$ cat src/mem_read_consts.svh
/*
 * Widths and request sizes for the memory read path.
 * A line must be a whole number of beats. Non-cacheable fetches are one beat.
 */
`ifndef MEM_READ_CONSTS_SVH
`define MEM_READ_CONSTS_SVH

// Memory port
`define MEM_DATA_W 64
`define MEM_ADDR_W 32
`define MEM_ID_W 2
`define MEM_LEN_W 8
`define MEM_SIZE_W 3

// Instruction cache line
`define ICACHE_LINE_W 128
`define ICACHE_LINE_BEATS 2

// log2 of bytes per beat, both fetch kinds
`define MEM_WORD_SIZE 3

`endif

$ cat src/mem_read_pkg.sv
/*
 * Types shared by the read arbiter blocks.
 * Field order in the structs is part of the memory port format.
 */
`include "mem_read_consts.svh"

package mem_read_pkg;

  typedef logic [`MEM_ADDR_W-1:0]    mem_addr_t;
  typedef logic [`MEM_ID_W-1:0]      mem_id_t;
  typedef logic [`MEM_DATA_W-1:0]    mem_data_t;
  typedef logic [`ICACHE_LINE_W-1:0] icache_line_t;

  // Number of beats minus one
  typedef logic [`MEM_LEN_W-1:0]  mem_len_t;
  typedef logic [`MEM_SIZE_W-1:0] mem_size_t;

  // Read request on the shared memory port
  typedef struct packed {
    mem_addr_t addr;
    mem_len_t  len;
    mem_size_t size;
    mem_id_t   id;
    logic      cacheable;
  } mem_req_t;

  // One response beat
  typedef struct packed {
    mem_id_t   id;
    mem_data_t data;
    logic      last;
    logic      error;
  } mem_resp_t;

  // Instruction cache miss request
  typedef struct packed {
    mem_addr_t paddr;
    logic      nc;
    mem_id_t   tid;
  } icache_req_t;

  // Instruction cache refill
  typedef struct packed {
    icache_line_t data;
    mem_id_t      tid;
  } icache_rtrn_t;

  typedef enum logic {
    FILL,
    FULL
  } upsize_state_e;

endpackage

$ cat src/cache_mem_read_arbiter.sv
/*
 * Read side of the cache memory arbiter: instruction cache, data cache miss
 * and uncached reads share one memory read port. No write path.
 * Response ids for the instruction cache and uncached reads must differ.
 */
module cache_mem_read_arbiter (
  input  logic                       clk_i,
  input  logic                       reset_i,

  // Instruction cache
  input  logic                       icache_miss_valid_i,
  output logic                       icache_miss_ready_o,
  input  mem_read_pkg::icache_req_t  icache_miss_i,
  input  mem_read_pkg::mem_id_t      icache_miss_id_i,
  output logic                       icache_resp_valid_o,
  output mem_read_pkg::icache_rtrn_t icache_resp_o,

  // Data cache miss path
  input  logic                       dcache_miss_valid_i,
  output logic                       dcache_miss_ready_o,
  input  mem_read_pkg::mem_req_t     dcache_miss_i,
  output logic                       dcache_miss_resp_valid_o,
  input  logic                       dcache_miss_resp_ready_i,
  output mem_read_pkg::mem_resp_t    dcache_miss_resp_o,

  // Uncached reads
  input  logic                       uc_read_valid_i,
  output logic                       uc_read_ready_o,
  input  mem_read_pkg::mem_req_t     uc_read_i,
  input  mem_read_pkg::mem_id_t      uc_read_id_i,
  output logic                       uc_read_resp_valid_o,
  input  logic                       uc_read_resp_ready_i,
  output mem_read_pkg::mem_resp_t    uc_read_resp_o,

  // Memory port
  output logic                       mem_req_valid_o,
  input  logic                       mem_req_ready_i,
  output mem_read_pkg::mem_req_t     mem_req_o,
  input  logic                       mem_resp_valid_i,
  output logic                       mem_resp_ready_o,
  input  mem_read_pkg::mem_resp_t    mem_resp_i
);

  logic                             ic_req_valid;
  logic                             ic_req_ready;
  mem_read_pkg::mem_req_t           ic_req;
  logic [2:0]                       arb_ready;
  logic [2:0]                       resp_valid;
  logic [2:0]                       resp_ready;
  mem_read_pkg::mem_resp_t          resp;
  logic                             ic_beat_ready;

  icache_miss_req_buffer i_icache_req_buf (
    .clk_i       (clk_i),
    .reset_i     (reset_i),
    .req_valid_i (icache_miss_valid_i),
    .req_i       (icache_miss_i),
    .req_ready_o (icache_miss_ready_o),
    .out_valid_o (ic_req_valid),
    .out_o       (ic_req),
    .out_ready_i (ic_req_ready)
  );

  // Input 0 instruction cache, 1 miss path, 2 uncached
  mem_read_arbiter #(
    .N (3)
  ) i_read_arb (
    .clk_i       (clk_i),
    .reset_i     (reset_i),
    .req_valid_i ({uc_read_valid_i, dcache_miss_valid_i, ic_req_valid}),
    .req_i       ({uc_read_i, dcache_miss_i, ic_req}),
    .req_ready_o (arb_ready),
    .mem_valid_o (mem_req_valid_o),
    .mem_o       (mem_req_o),
    .mem_ready_i (mem_req_ready_i)
  );

  assign ic_req_ready        = arb_ready[0];
  assign dcache_miss_ready_o = arb_ready[1];
  assign uc_read_ready_o     = arb_ready[2];

  mem_read_resp_demux i_resp_demux (
    .resp_valid_i (mem_resp_valid_i),
    .resp_i       (mem_resp_i),
    .resp_ready_o (mem_resp_ready_o),
    .icache_id_i  (icache_miss_id_i),
    .uc_read_id_i (uc_read_id_i),
    .out_valid_o  (resp_valid),
    .out_ready_i  (resp_ready),
    .out_o        (resp)
  );

  assign resp_ready = {uc_read_resp_ready_i, dcache_miss_resp_ready_i, ic_beat_ready};

  assign dcache_miss_resp_valid_o = resp_valid[1];
  assign dcache_miss_resp_o       = resp;
  assign uc_read_resp_valid_o     = resp_valid[2];
  assign uc_read_resp_o           = resp;

  icache_refill_upsizer i_icache_upsizer (
    .clk_i        (clk_i),
    .reset_i      (reset_i),
    .beat_valid_i (resp_valid[0]),
    .beat_i       (resp),
    .beat_ready_o (ic_beat_ready),
    .line_valid_o (icache_resp_valid_o),
    .line_o       (icache_resp_o)
  );

endmodule

$ cat src/icache_miss_req_buffer.sv
/*
 * One-entry buffer between the instruction cache and the read arbiter.
 * Ready is "buffer empty", so a new request waits for the arbiter to drain it.
 * Cacheable fetches ask for a full line, non-cacheable ones for one 64-bit word.
 */
`include "mem_read_consts.svh"

module icache_miss_req_buffer (
  input  logic                     clk_i,
  input  logic                     reset_i,
  input  logic                     req_valid_i,
  input  mem_read_pkg::icache_req_t req_i,
  output logic                     req_ready_o,
  output logic                     out_valid_o,
  output mem_read_pkg::mem_req_t    out_o,
  input  logic                     out_ready_i
);

  logic                   full_q;
  logic                   push;
  logic                   pop;
  mem_read_pkg::mem_req_t req_d;
  mem_read_pkg::mem_req_t req_q;

  // Convert to the memory request format before it is stored
  always_comb begin
    req_d.addr      = req_i.paddr;
    req_d.id        = req_i.tid;
    req_d.cacheable = ~req_i.nc;
    req_d.size      = mem_read_pkg::mem_size_t'(`MEM_WORD_SIZE);
    if (req_i.nc) begin
      req_d.len = '0;
    end else begin
      req_d.len = mem_read_pkg::mem_len_t'(`ICACHE_LINE_BEATS - 1);
    end
  end

  assign push = req_valid_i & ~full_q;
  assign pop  = full_q & out_ready_i;

  always_ff @(posedge clk_i) begin
    if (reset_i) begin
      full_q <= 1'b0;
    end else if (push) begin
      full_q <= 1'b1;
    end else if (pop) begin
      full_q <= 1'b0;
    end
  end

  // Request payload, only loaded when the entry is free
  always_ff @(posedge clk_i) begin
    if (push) begin
      req_q <= req_d;
    end
  end

  assign req_ready_o = ~full_q;
  assign out_valid_o = full_q;
  assign out_o       = req_q;

endmodule

$ cat src/icache_refill_upsizer.sv
/*
 * Packs 64-bit refill beats into a 128-bit instruction cache line, low half first.
 * The line is shown for one cycle after the last beat and no beat is taken then.
 * A single-beat refill leaves the upper beats zero.
 */
`include "mem_read_consts.svh"

module icache_refill_upsizer (
  input  logic                       clk_i,
  input  logic                       reset_i,
  input  logic                       beat_valid_i,
  input  mem_read_pkg::mem_resp_t    beat_i,
  output logic                       beat_ready_o,
  output logic                       line_valid_o,
  output mem_read_pkg::icache_rtrn_t line_o
);

  localparam int CNT_W = $clog2(`ICACHE_LINE_BEATS);

  typedef logic [CNT_W-1:0] cnt_t;
  typedef logic [`ICACHE_LINE_BEATS-1:0][`MEM_DATA_W-1:0] line_beats_t;

  mem_read_pkg::upsize_state_e state_q;
  cnt_t                        cnt_q;
  logic                        beat_fire;
  line_beats_t                 line_d;
  line_beats_t                 line_q;
  mem_read_pkg::mem_id_t       tid_q;

  assign beat_ready_o = (state_q == mem_read_pkg::FILL);
  assign beat_fire    = beat_valid_i & beat_ready_o;

  // First beat of a line clears the rest
  always_comb begin
    line_d        = (cnt_q == '0) ? '0 : line_q;
    line_d[cnt_q] = beat_i.data;
  end

  always_ff @(posedge clk_i) begin
    if (reset_i) begin
      state_q <= mem_read_pkg::FILL;
      cnt_q   <= '0;
    end else begin
      case (state_q)
        mem_read_pkg::FILL: begin
          if (beat_fire) begin
            if (beat_i.last) begin
              state_q <= mem_read_pkg::FULL;
              cnt_q   <= '0;
            end else begin
              cnt_q <= cnt_q + cnt_t'(1);
            end
          end
        end
        default: state_q <= mem_read_pkg::FILL;
      endcase
    end
  end

  always_ff @(posedge clk_i) begin
    if (beat_fire) begin
      line_q <= line_d;
      if (beat_i.last) begin
        tid_q <= beat_i.id;
      end
    end
  end

  assign line_valid_o = (state_q == mem_read_pkg::FULL);
  assign line_o.data  = line_q;
  assign line_o.tid   = tid_q;

endmodule

$ cat src/mem_read_arbiter.sv
/*
 * Round-robin arbiter for read requests, combinational from request to port.
 * A grant stalled by the memory is held until it transfers, so requesters
 * must keep valid and the request steady once offered.
 */
module mem_read_arbiter #(
  parameter int N = 3
) (
  input  logic                           clk_i,
  input  logic                           reset_i,
  input  logic [N-1:0]                   req_valid_i,
  input  mem_read_pkg::mem_req_t [N-1:0] req_i,
  output logic [N-1:0]                   req_ready_o,
  output logic                           mem_valid_o,
  output mem_read_pkg::mem_req_t         mem_o,
  input  logic                           mem_ready_i
);

  localparam int IDX_W = $clog2(N);

  typedef logic [IDX_W-1:0] idx_t;

  idx_t ptr_q;
  idx_t grant_q;
  logic lock_q;
  idx_t pick;
  logic found;
  idx_t grant;
  logic xfer;

  // First valid input at or after the pointer
  always_comb begin
    pick  = ptr_q;
    found = 1'b0;
    for (int i = 0; i < N; i++) begin
      if (!found && req_valid_i[(int'(ptr_q) + i) % N]) begin
        pick  = idx_t'((int'(ptr_q) + i) % N);
        found = 1'b1;
      end
    end
  end

  assign grant       = lock_q ? grant_q : pick;
  assign mem_valid_o = req_valid_i[grant];
  assign mem_o       = req_i[grant];
  assign xfer        = mem_valid_o & mem_ready_i;

  always_comb begin
    req_ready_o = '0;
    req_ready_o[grant] = xfer;
  end

  always_ff @(posedge clk_i) begin
    if (reset_i) begin
      ptr_q   <= '0;
      grant_q <= '0;
      lock_q  <= 1'b0;
    end else if (xfer) begin
      lock_q <= 1'b0;
      ptr_q  <= (int'(grant) == N - 1) ? '0 : grant + idx_t'(1);
    end else if (mem_valid_o) begin
      // Stalled by memory, keep this grant
      lock_q  <= 1'b1;
      grant_q <= grant;
    end
  end

endmodule

$ cat src/mem_read_resp_demux.sv
/*
 * Steers read responses by transaction id, purely combinational.
 * Instruction cache id wins over the uncached id if both are equal.
 * Any other id goes to the data cache miss path.
 */
module mem_read_resp_demux (
  input  logic                    resp_valid_i,
  input  mem_read_pkg::mem_resp_t resp_i,
  output logic                    resp_ready_o,
  input  mem_read_pkg::mem_id_t   icache_id_i,
  input  mem_read_pkg::mem_id_t   uc_read_id_i,
  output logic [2:0]              out_valid_o,
  input  logic [2:0]              out_ready_i,
  output mem_read_pkg::mem_resp_t out_o
);

  localparam int unsigned DST_ICACHE = 0;
  localparam int unsigned DST_MISS   = 1;
  localparam int unsigned DST_UC     = 2;

  logic [1:0] sel;

  // Destination decode
  always_comb begin
    if (resp_i.id == icache_id_i) begin
      sel = 2'(DST_ICACHE);
    end else if (resp_i.id == uc_read_id_i) begin
      sel = 2'(DST_UC);
    end else begin
      sel = 2'(DST_MISS);
    end
  end

  always_comb begin
    out_valid_o      = '0;
    out_valid_o[sel] = resp_valid_i;
  end

  // Only the selected destination can stall the memory
  assign resp_ready_o = out_ready_i[sel];
  assign out_o        = resp_i;

endmodule

$ cat config.mk
export PLATFORM = sky130hd
export DESIGN_NAME = cache_mem_read_arbiter
export DESIGN_NICKNAME = d
export VERILOG_FILES = /design/src/mem_read_pkg.sv /design/src/cache_mem_read_arbiter.sv /design/src/icache_miss_req_buffer.sv /design/src/icache_refill_upsizer.sv /design/src/mem_read_arbiter.sv /design/src/mem_read_resp_demux.sv
export VERILOG_INCLUDE_DIRS = /design/src /design/src/src
export SDC_FILE = /design/constraint.sdc
export NUM_CORES = 1
export LEC_CHECK = 0
export ABC_AREA = 1
export BUFFER_PORTS_ARGS = -buffer_cell sky130_fd_sc_hd__buf_2
export CORE_AREA = 2 2 205 207
export CTS_CLUSTER_SIZE = 16
export DETAILED_ROUTE_END_ITERATION = 7
export DIE_AREA = 0 0 207 209
export HOLD_SLACK_MARGIN = 0.12
export PLACE_DENSITY = 0.43
export SYNTH_ARGS = -nofsm -noshare
export SYNTH_HDL_FRONTEND = slang
export SYNTH_SLANG_ARGS = --single-unit
$ cat constraint.sdc
create_clock -name clk_i -period 10.19 [get_ports clk_i]
set_input_delay 1.5285 -clock clk_i [delete_from_list [all_inputs] [get_ports clk_i]]
set_output_delay 1.5285 -clock clk_i [all_outputs]
set_load 0.01 [all_outputs]
# --- After elaboration in Yosys (flattened, before gate mapping) ---
# Index checks and enable logic that the tools add are counted.
totals:
  inputBits: 208
  word_cells: 93
  out_inout_bits: 320
  regBits: 181
classes:
  eq_ne: 3
  n_reduce_logical: 13
  n_lt_le_gt_ge: 9
  div: 3
  n_addsub: 4
  bitwise_logic: 11
  mux: 37
op_table:
  columns: ["cell", "count"]
  rows:
  - ["$bwmux W128", 1]
  - ["$mux W128", 1]
  - ["$lt A32 B4 Y1 const B", 3]
  - ["$bmux W46 S2", 1]
  - ["$demux W64 S1", 1]
  - ["$mod A32 B3 Y32 const B", 2]
  - ["$mux W64", 1]
  - ["$mux W46", 1]
  - ["$mod A3 B3 Y32 const B", 1]
  - ["$mux W1", 17]
  - ["$mux W2", 7]
  - ["$bmux W1 S2", 5]
  - ["$and A3 B3 Y3", 2]
  - ["$lt A2 B3 Y1 const B", 2]
  - ["$reduce_and A2 Y1", 3]
  - ["$logic_and A1 B1 Y1", 5]
  - ["$not A1 Y1", 5]
  - ["$and A1 B1 Y1", 4]
  - ["$demux W1 S2", 2]
  - ["$eq A2 B2 Y1", 2]
  - ["$ge A2 B1 Y1 const B", 2]
  - ["$add A2 B1 Y3 const B", 1]
  - ["$add A2 B2 Y3 const B", 1]
  - ["$reduce_or A3 Y1", 1]
  - ["other kinds (8)", 9]

# --- Depth between registers and ports, before layout ---
depth:
  depth_word: 20
  ltp_mapped: 19
  ltp_nobuf: 19

# --- Modules after synthesis ---
# A second synthesis with hierarchy kept.
unflattened:
  hier_cells: 955
  area_unflattened_um2: 9078.7
modules_own_cells:
  columns: ["module", "cells_each", "instances", "area_each_um2", "seq_area_each_um2"]
  rows:
  - ["icache_refill_upsizer", 415, 1, 5098.6, 3943.8]
  - ["mem_read_arbiter", 311, 1, 1605.3, 100.1]
  - ["icache_miss_req_buffer", 56, 1, 1194.9, 1071.0]
  - ["mem_read_resp_demux", 105, 1, 669.4, 0.0]
  - ["cache_mem_read_arbiter", 68, 1, 510.5, 0.0]

# --- Least setup slack after synthesis ---
# Ideal clock, no wire load.
synth_timing:
  kind: "input to register"
  startpoint: "input port mem_resp_i[66] in the netlist's numbering"
  endpoint: "register i_icache_upsizer.line_q, in the netlist i_icache_upsizer.line_o[10], enable pin"
  path_slack_ns: 1.813
  cell_stages: 7
  required_time_ns: 9.704
  t_arrival_ns: 7.892
  path_buffers: 0
  cell_sequence: "xnor2_1 nand2_1 nor2_1 inv_1 nor2_1 inv_1 nor2_1"
synth_via:
  elab_chain_cells: 9
synth_lines:
  columns: ["element", "line", "rtl"]
  rows:
  - ["start: declaration", "cache_mem_read_arbiter.sv:41", "input mem_read_pkg::mem_resp_t mem_resp_i"]
  - ["$eq A2 B2 Y1", "mem_read_resp_demux.sv:27", "end else if (resp_i.id == uc_read_id_i) begin"]
  - ["$mux W2", "mem_read_resp_demux.sv:27", null]
  - ["$mux W2 *", "mem_read_resp_demux.sv:25", "if (resp_i.id == icache_id_i) begin"]
  - ["$lt A2 B3 Y1 (implied by the code) / $ge A2 B1 Y1 (equally long branches)", "mem_read_resp_demux.sv:36", "out_valid_o[sel] = resp_valid_i;"]
  - ["$logic_and A1 B1 Y1 (implied by the code)", "mem_read_resp_demux.sv:36", null]
  - ["$mux W1 (implied by the code)", "mem_read_resp_demux.sv:36", null]
  - ["$demux W1 S2 *", null, null]
  - ["$and A3 B3 Y3 (no source line) *", null, null]
  - ["$and A1 B1 Y1 *", "icache_refill_upsizer.sv:31", "assign beat_fire = beat_valid_i & beat_ready_o;"]
  - ["end signal: assignment", "icache_refill_upsizer.sv:62", "line_q <= line_d;"]
  - ["end: declaration", "icache_refill_upsizer.sv:27", "line_beats_t line_q;"]
# Every way passes the cells marked *; elsewhere a longest branch is shown, timed or not.
# A chain may end at the register's enable or synchronous reset.

==> out/metrics.json <==
{
  "final_hold_slack": {"value": 520, "unit": "ps"},
  "dp_hpwl": {"value": 23200, "unit": "µm"},
  "crit_arrival": {"value": 4140, "unit": "ps"},
  "clk-insertion-delay-late": {"value": 450, "unit": "ps"},
  "timing.critical_path.slowest_stage_cell": {"value": "sky130_fd_sc_hd__inv_2"},
  "post-layout-total-power": {"value": 0.00299, "unit": "W"},
  "clockPowerShare": {"value": 0.225},
  "clkTransAtPathRegs": {"value": 60, "unit": "ps"},
  "drive_gt1_frac": {"value": 0.445},
  "maxSlewViolCount": {"value": 0},
  "first_global_vias": {"value": 6944},
  "top_level_ports": {"value": 528},
  "core": {"value": 0.0413, "unit": "mm²"},
  "p_seq_frac": {"value": 0.285},
  "setup_total_negative_slack": {"value": 0, "unit": "ps"},
  "synth-seq-cells": {"value": 173},
  "critical_path.endpoint_type": {"value": "primary output"},
  "holdPathEnd": {"value": "i_read_arb.grant_q[0]"},
  "max_cap_viol_count": {"value": 0},
  "cts-htree-levels": {"value": 4},
  "crit_path_cell_trace": {"value": "buf_2 -> inv_1 -> nand2_1 -> nand3_1 -> nand2_1 -> nand3_2 -> nor2_1 -> nor2_1 -> nand2_2 -> nand2_2 -> nand2_1 -> inv_2 -> nand2_1 -> nand3_1 -> buf_2"},
  "row_count": {"value": 75},
  "reg2reg_slack": {"value": 7020, "unit": "ps"},
  "critical_path.reg2reg.endpoint": {"value": "i_read_arb.ptr_q[0]"},
  "drt-initial-drc-count": {"value": 422},
  "cts_made_buffers": {"value": 17},
  "floorplan.die_area": {"value": 0.0433, "unit": "mm²"},
  "yosys_warnings": {"value": 0},
  "placement.io_buffers": {"value": 524},
  "die_height": {"value": 209, "unit": "µm"},
  "syn_inst": {"value": 914},
  "power.share.combinational": {"value": 0.491},
  "final_nets": {"value": 1503},
  "syn_avg_cell_area": {"value": 9.59, "unit": "µm²"},
  "groute.usage.overall": {"value": 0.137},
  "number_of_antenna_violations_at_the_first_check_in_global_routing": {"value": 3},
  "grt_first_pass_wirelength": {"value": 44000, "unit": "µm"},
  "max_freq": {"value": 176, "unit": "MHz"},
  "finalSetupViolations": {"value": 0},
  "hold_path_class": {"value": "flop to flop"},
  "reg2reg_depth": {"value": 16},
  "worst_ep_required_time": {"value": 8660, "unit": "ps"},
  "areaGrowthSynthToFinish": {"value": 31.0, "unit": "%"},
  "startpoint_type": {"value": "primary input"},
  "timing.final.crit_share": {"value": 0.556},
  "floorplan.initialDensity": {"value": 0.212},
  "critical_path.max_stage_delay": {"value": 540, "unit": "ps"},
  "timing.critical_path.mode_cell": {"value": "sky130_fd_sc_hd__nand2_1"},
  "crit_path_max_fanout": {"value": 39},
  "wl_per_cell": {"value": 16.5, "unit": "µm"},
  "cts-resized-gates": {"value": 0},
  "cts_setup_buffers": {"value": 0},
  "finClkSkew": {"value": 7.03, "unit": "ps"},
  "grt_max_degree": {"value": 93},
  "synth_fp_nets": {"value": 1126},
  "result_of_the_run": {"value": "finished clean"},
  "routabilityCongestion": {"value": 0.926},
  "detail_route.drc_violations": {"value": 0},
  "post-route-min-period": {"value": 5670, "unit": "ps"},
  "synthesized_area": {"value": 0.00877, "unit": "mm²"},
  "distinct_cells_synth": {"value": 26},
  "floorplan.die.width": {"value": 207, "unit": "µm"},
  "timing.rr.start": {"value": "i_read_arb.ptr_q[0]"},
  "routed-via-count": {"value": 7244},
  "internal_power": {"value": 0.00169, "unit": "W"},
  "hold_buffers": {"value": 0},
  "worstSetupPathType": {"value": "primary input to primary output"},
  "cts_root_buffer": {"value": "sky130_fd_sc_hd__clkbuf_16"},
  "hold-path-cell-count": {"value": 4},
  "grt_overflow": {"value": 0},
  "cts.sinks": {"value": 173},
  "power_per_cell_area": {"value": 260, "unit": "mW/mm²"},
  "power.ir.vdd_worst": {"value": 169, "unit": "µV"},
  "cts_tree": {"value": "done"},
  "hold_path_startpoint": {"value": "i_read_arb.grant_q[0]"},
  "cts_max_path_buffers": {"value": 2},
  "total_leakage_power": {"value": 5.90, "unit": "nW"},
  "synth_sequential_area_ratio": {"value": 0.583},
  "detail_route.vias_per_cell": {"value": 3.93},
  "tightest_slew": {"value": 1020, "unit": "ps"},
  "worst_slew_margin_relative_to_its_limit": {"value": 0.318},
  "fill_cells": {"value": 4531},
  "swShare": {"value": 0.436},
  "timing.final.hold_violations": {"value": 0},
  "setup_repair_after_global_routing_missed_its_margin": {"value": "no"},
  "drt_pre_antenna_iters": {"value": 4},
  "postRouteAntennaNets": {"value": 0},
  "totalWireLength": {"value": 30400, "unit": "µm"},
  "power.switching": {"value": 0.00130, "unit": "W"}
}
flip-flops by register name (all words and copies together), names as in the netlist:
name and cells:
i_icache_upsizer.tid_q 2, i_icache_upsizer.line_valid_o 1, i_icache_upsizer.line_o 128, i_icache_upsizer.cnt_q 1, i_read_arb.grant_q 2, i_icache_req_buf.out_o 35
i_icache_req_buf.out_valid_o 1, i_read_arb.lock_q 1, i_read_arb.ptr_q 2
per-layer routing:
metal	global-route usage	share of wire	vias to the layer above
met5	0	0	-
met4	0.0557	0.020	0
li1	-	-	3500
met1	0.153	0.39	3362
met3	0.0455	0.080	27
met2	0.240	0.51	355
power groups by stage:
stage / logic [W] / clock network (W) / registers (W)
global placement: 0.00149 / 0 / 0.000867
floorplan: 0.000964 / 0 / 0.000878
detailed placement: 0.00149 / 0 / 0.000867
global route: 0.00161 / 0.000727 / 0.000856
CTS: 0.00149 / 0.000703 / 0.000852
finish: 0.00147 / 0.000673 / 0.000852
through the flow:
stage	instances	setup slack, ps	utilization	instance area, µm²
2_1_floorplan	914	1810	-	8770
3_3_place_gp	1811	4600	0.264	10900
3_5_place_dp	1811	4540	0.264	10900
4_1_cts	1842	4540	0.278	11500
5_1_grt	1843	4300	0.278	11500
6_report	1844	4520	0.278	11500
worst max-delay path: cells and delay by family:
| kind | cells | cell delay, ps |
|---|---|---|
| AND/OR/NAND/NOR | 11 | 1660 |
| buffers and inverters | 4 | 890 |
Yosys cell counts, drive strengths merged:
library cell  count  share of area
a21oi             2         0.0011
ha                4         0.0057
clkbuf           19         0.0081
and2              1         0.0010
nand3            54          0.033
nor3              3         0.0017
xnor2             3         0.0030
nand2           191          0.084
buf             152           0.13
and3              1        0.00071
nand4            38          0.027
o21ai            17          0.010
edfxtp          165           0.56
nor2             85          0.036
nand3b            1         0.0013
inv             168          0.072
dfxtp             8          0.018
or2               2         0.0014
layout by cell type (no fill, tap or decap), drive strengths merged, types with 2 or more instances in the layout:
cell,Yosys,layout
nand3,54,54
nor3,3,3
or2,2,2
o21ai,17,17
clkinv,0,4
nand2,191,191
nor2,85,85
inv,168,170
buf,152,529
nand4,38,38
ha,4,4
edfxtp,165,165
bufinv,0,3
xnor2,3,3
clkbuf,19,19
clkinvlp,0,3
diode,0,2
dfxtp,8,8
a21oi,2,2
worst max path at each step:
stage	end	from	slack, ps	cells past startpoint
5_1_grt	mem_req_o[27]	dcache_miss_valid_i	4300	15
3_3_place_gp	mem_req_o[27]	dcache_miss_valid_i	4600	15
2_1_floorplan	i_icache_upsizer.line_o[10]	mem_resp_i[66]	1810	7
4_1_cts	mem_req_o[38]	dcache_miss_valid_i	4540	15
3_5_place_dp	mem_req_o[38]	dcache_miss_valid_i	4540	15
6_report	mem_req_o[27]	dcache_miss_valid_i	4520	15
cells by family after synthesis:
group	count (synthesis)	share of synthesized area
xor gates and xnor gates	3	0.00300
adders and majority gates	4	0.00571
AOI/OAI and AO/OA	19	0.0113
DFF	173	0.583
buffers and inverters	339	0.211
and+or+nand+nor	376	0.186
final cells by class:
type	count	area, µm²	area share
diodes	2	5.00	0.000436
clock buffers	19	433	0.0377
clock inverters	12	145	0.0126
inverters	168	631	0.0549
multi-input cells	402	1820	0.159
flip-flops and latches	173	5120	0.445
well taps	539	674	0.0587
repair buffers	529	2660	0.232
(Power assumes the default switching activity.)
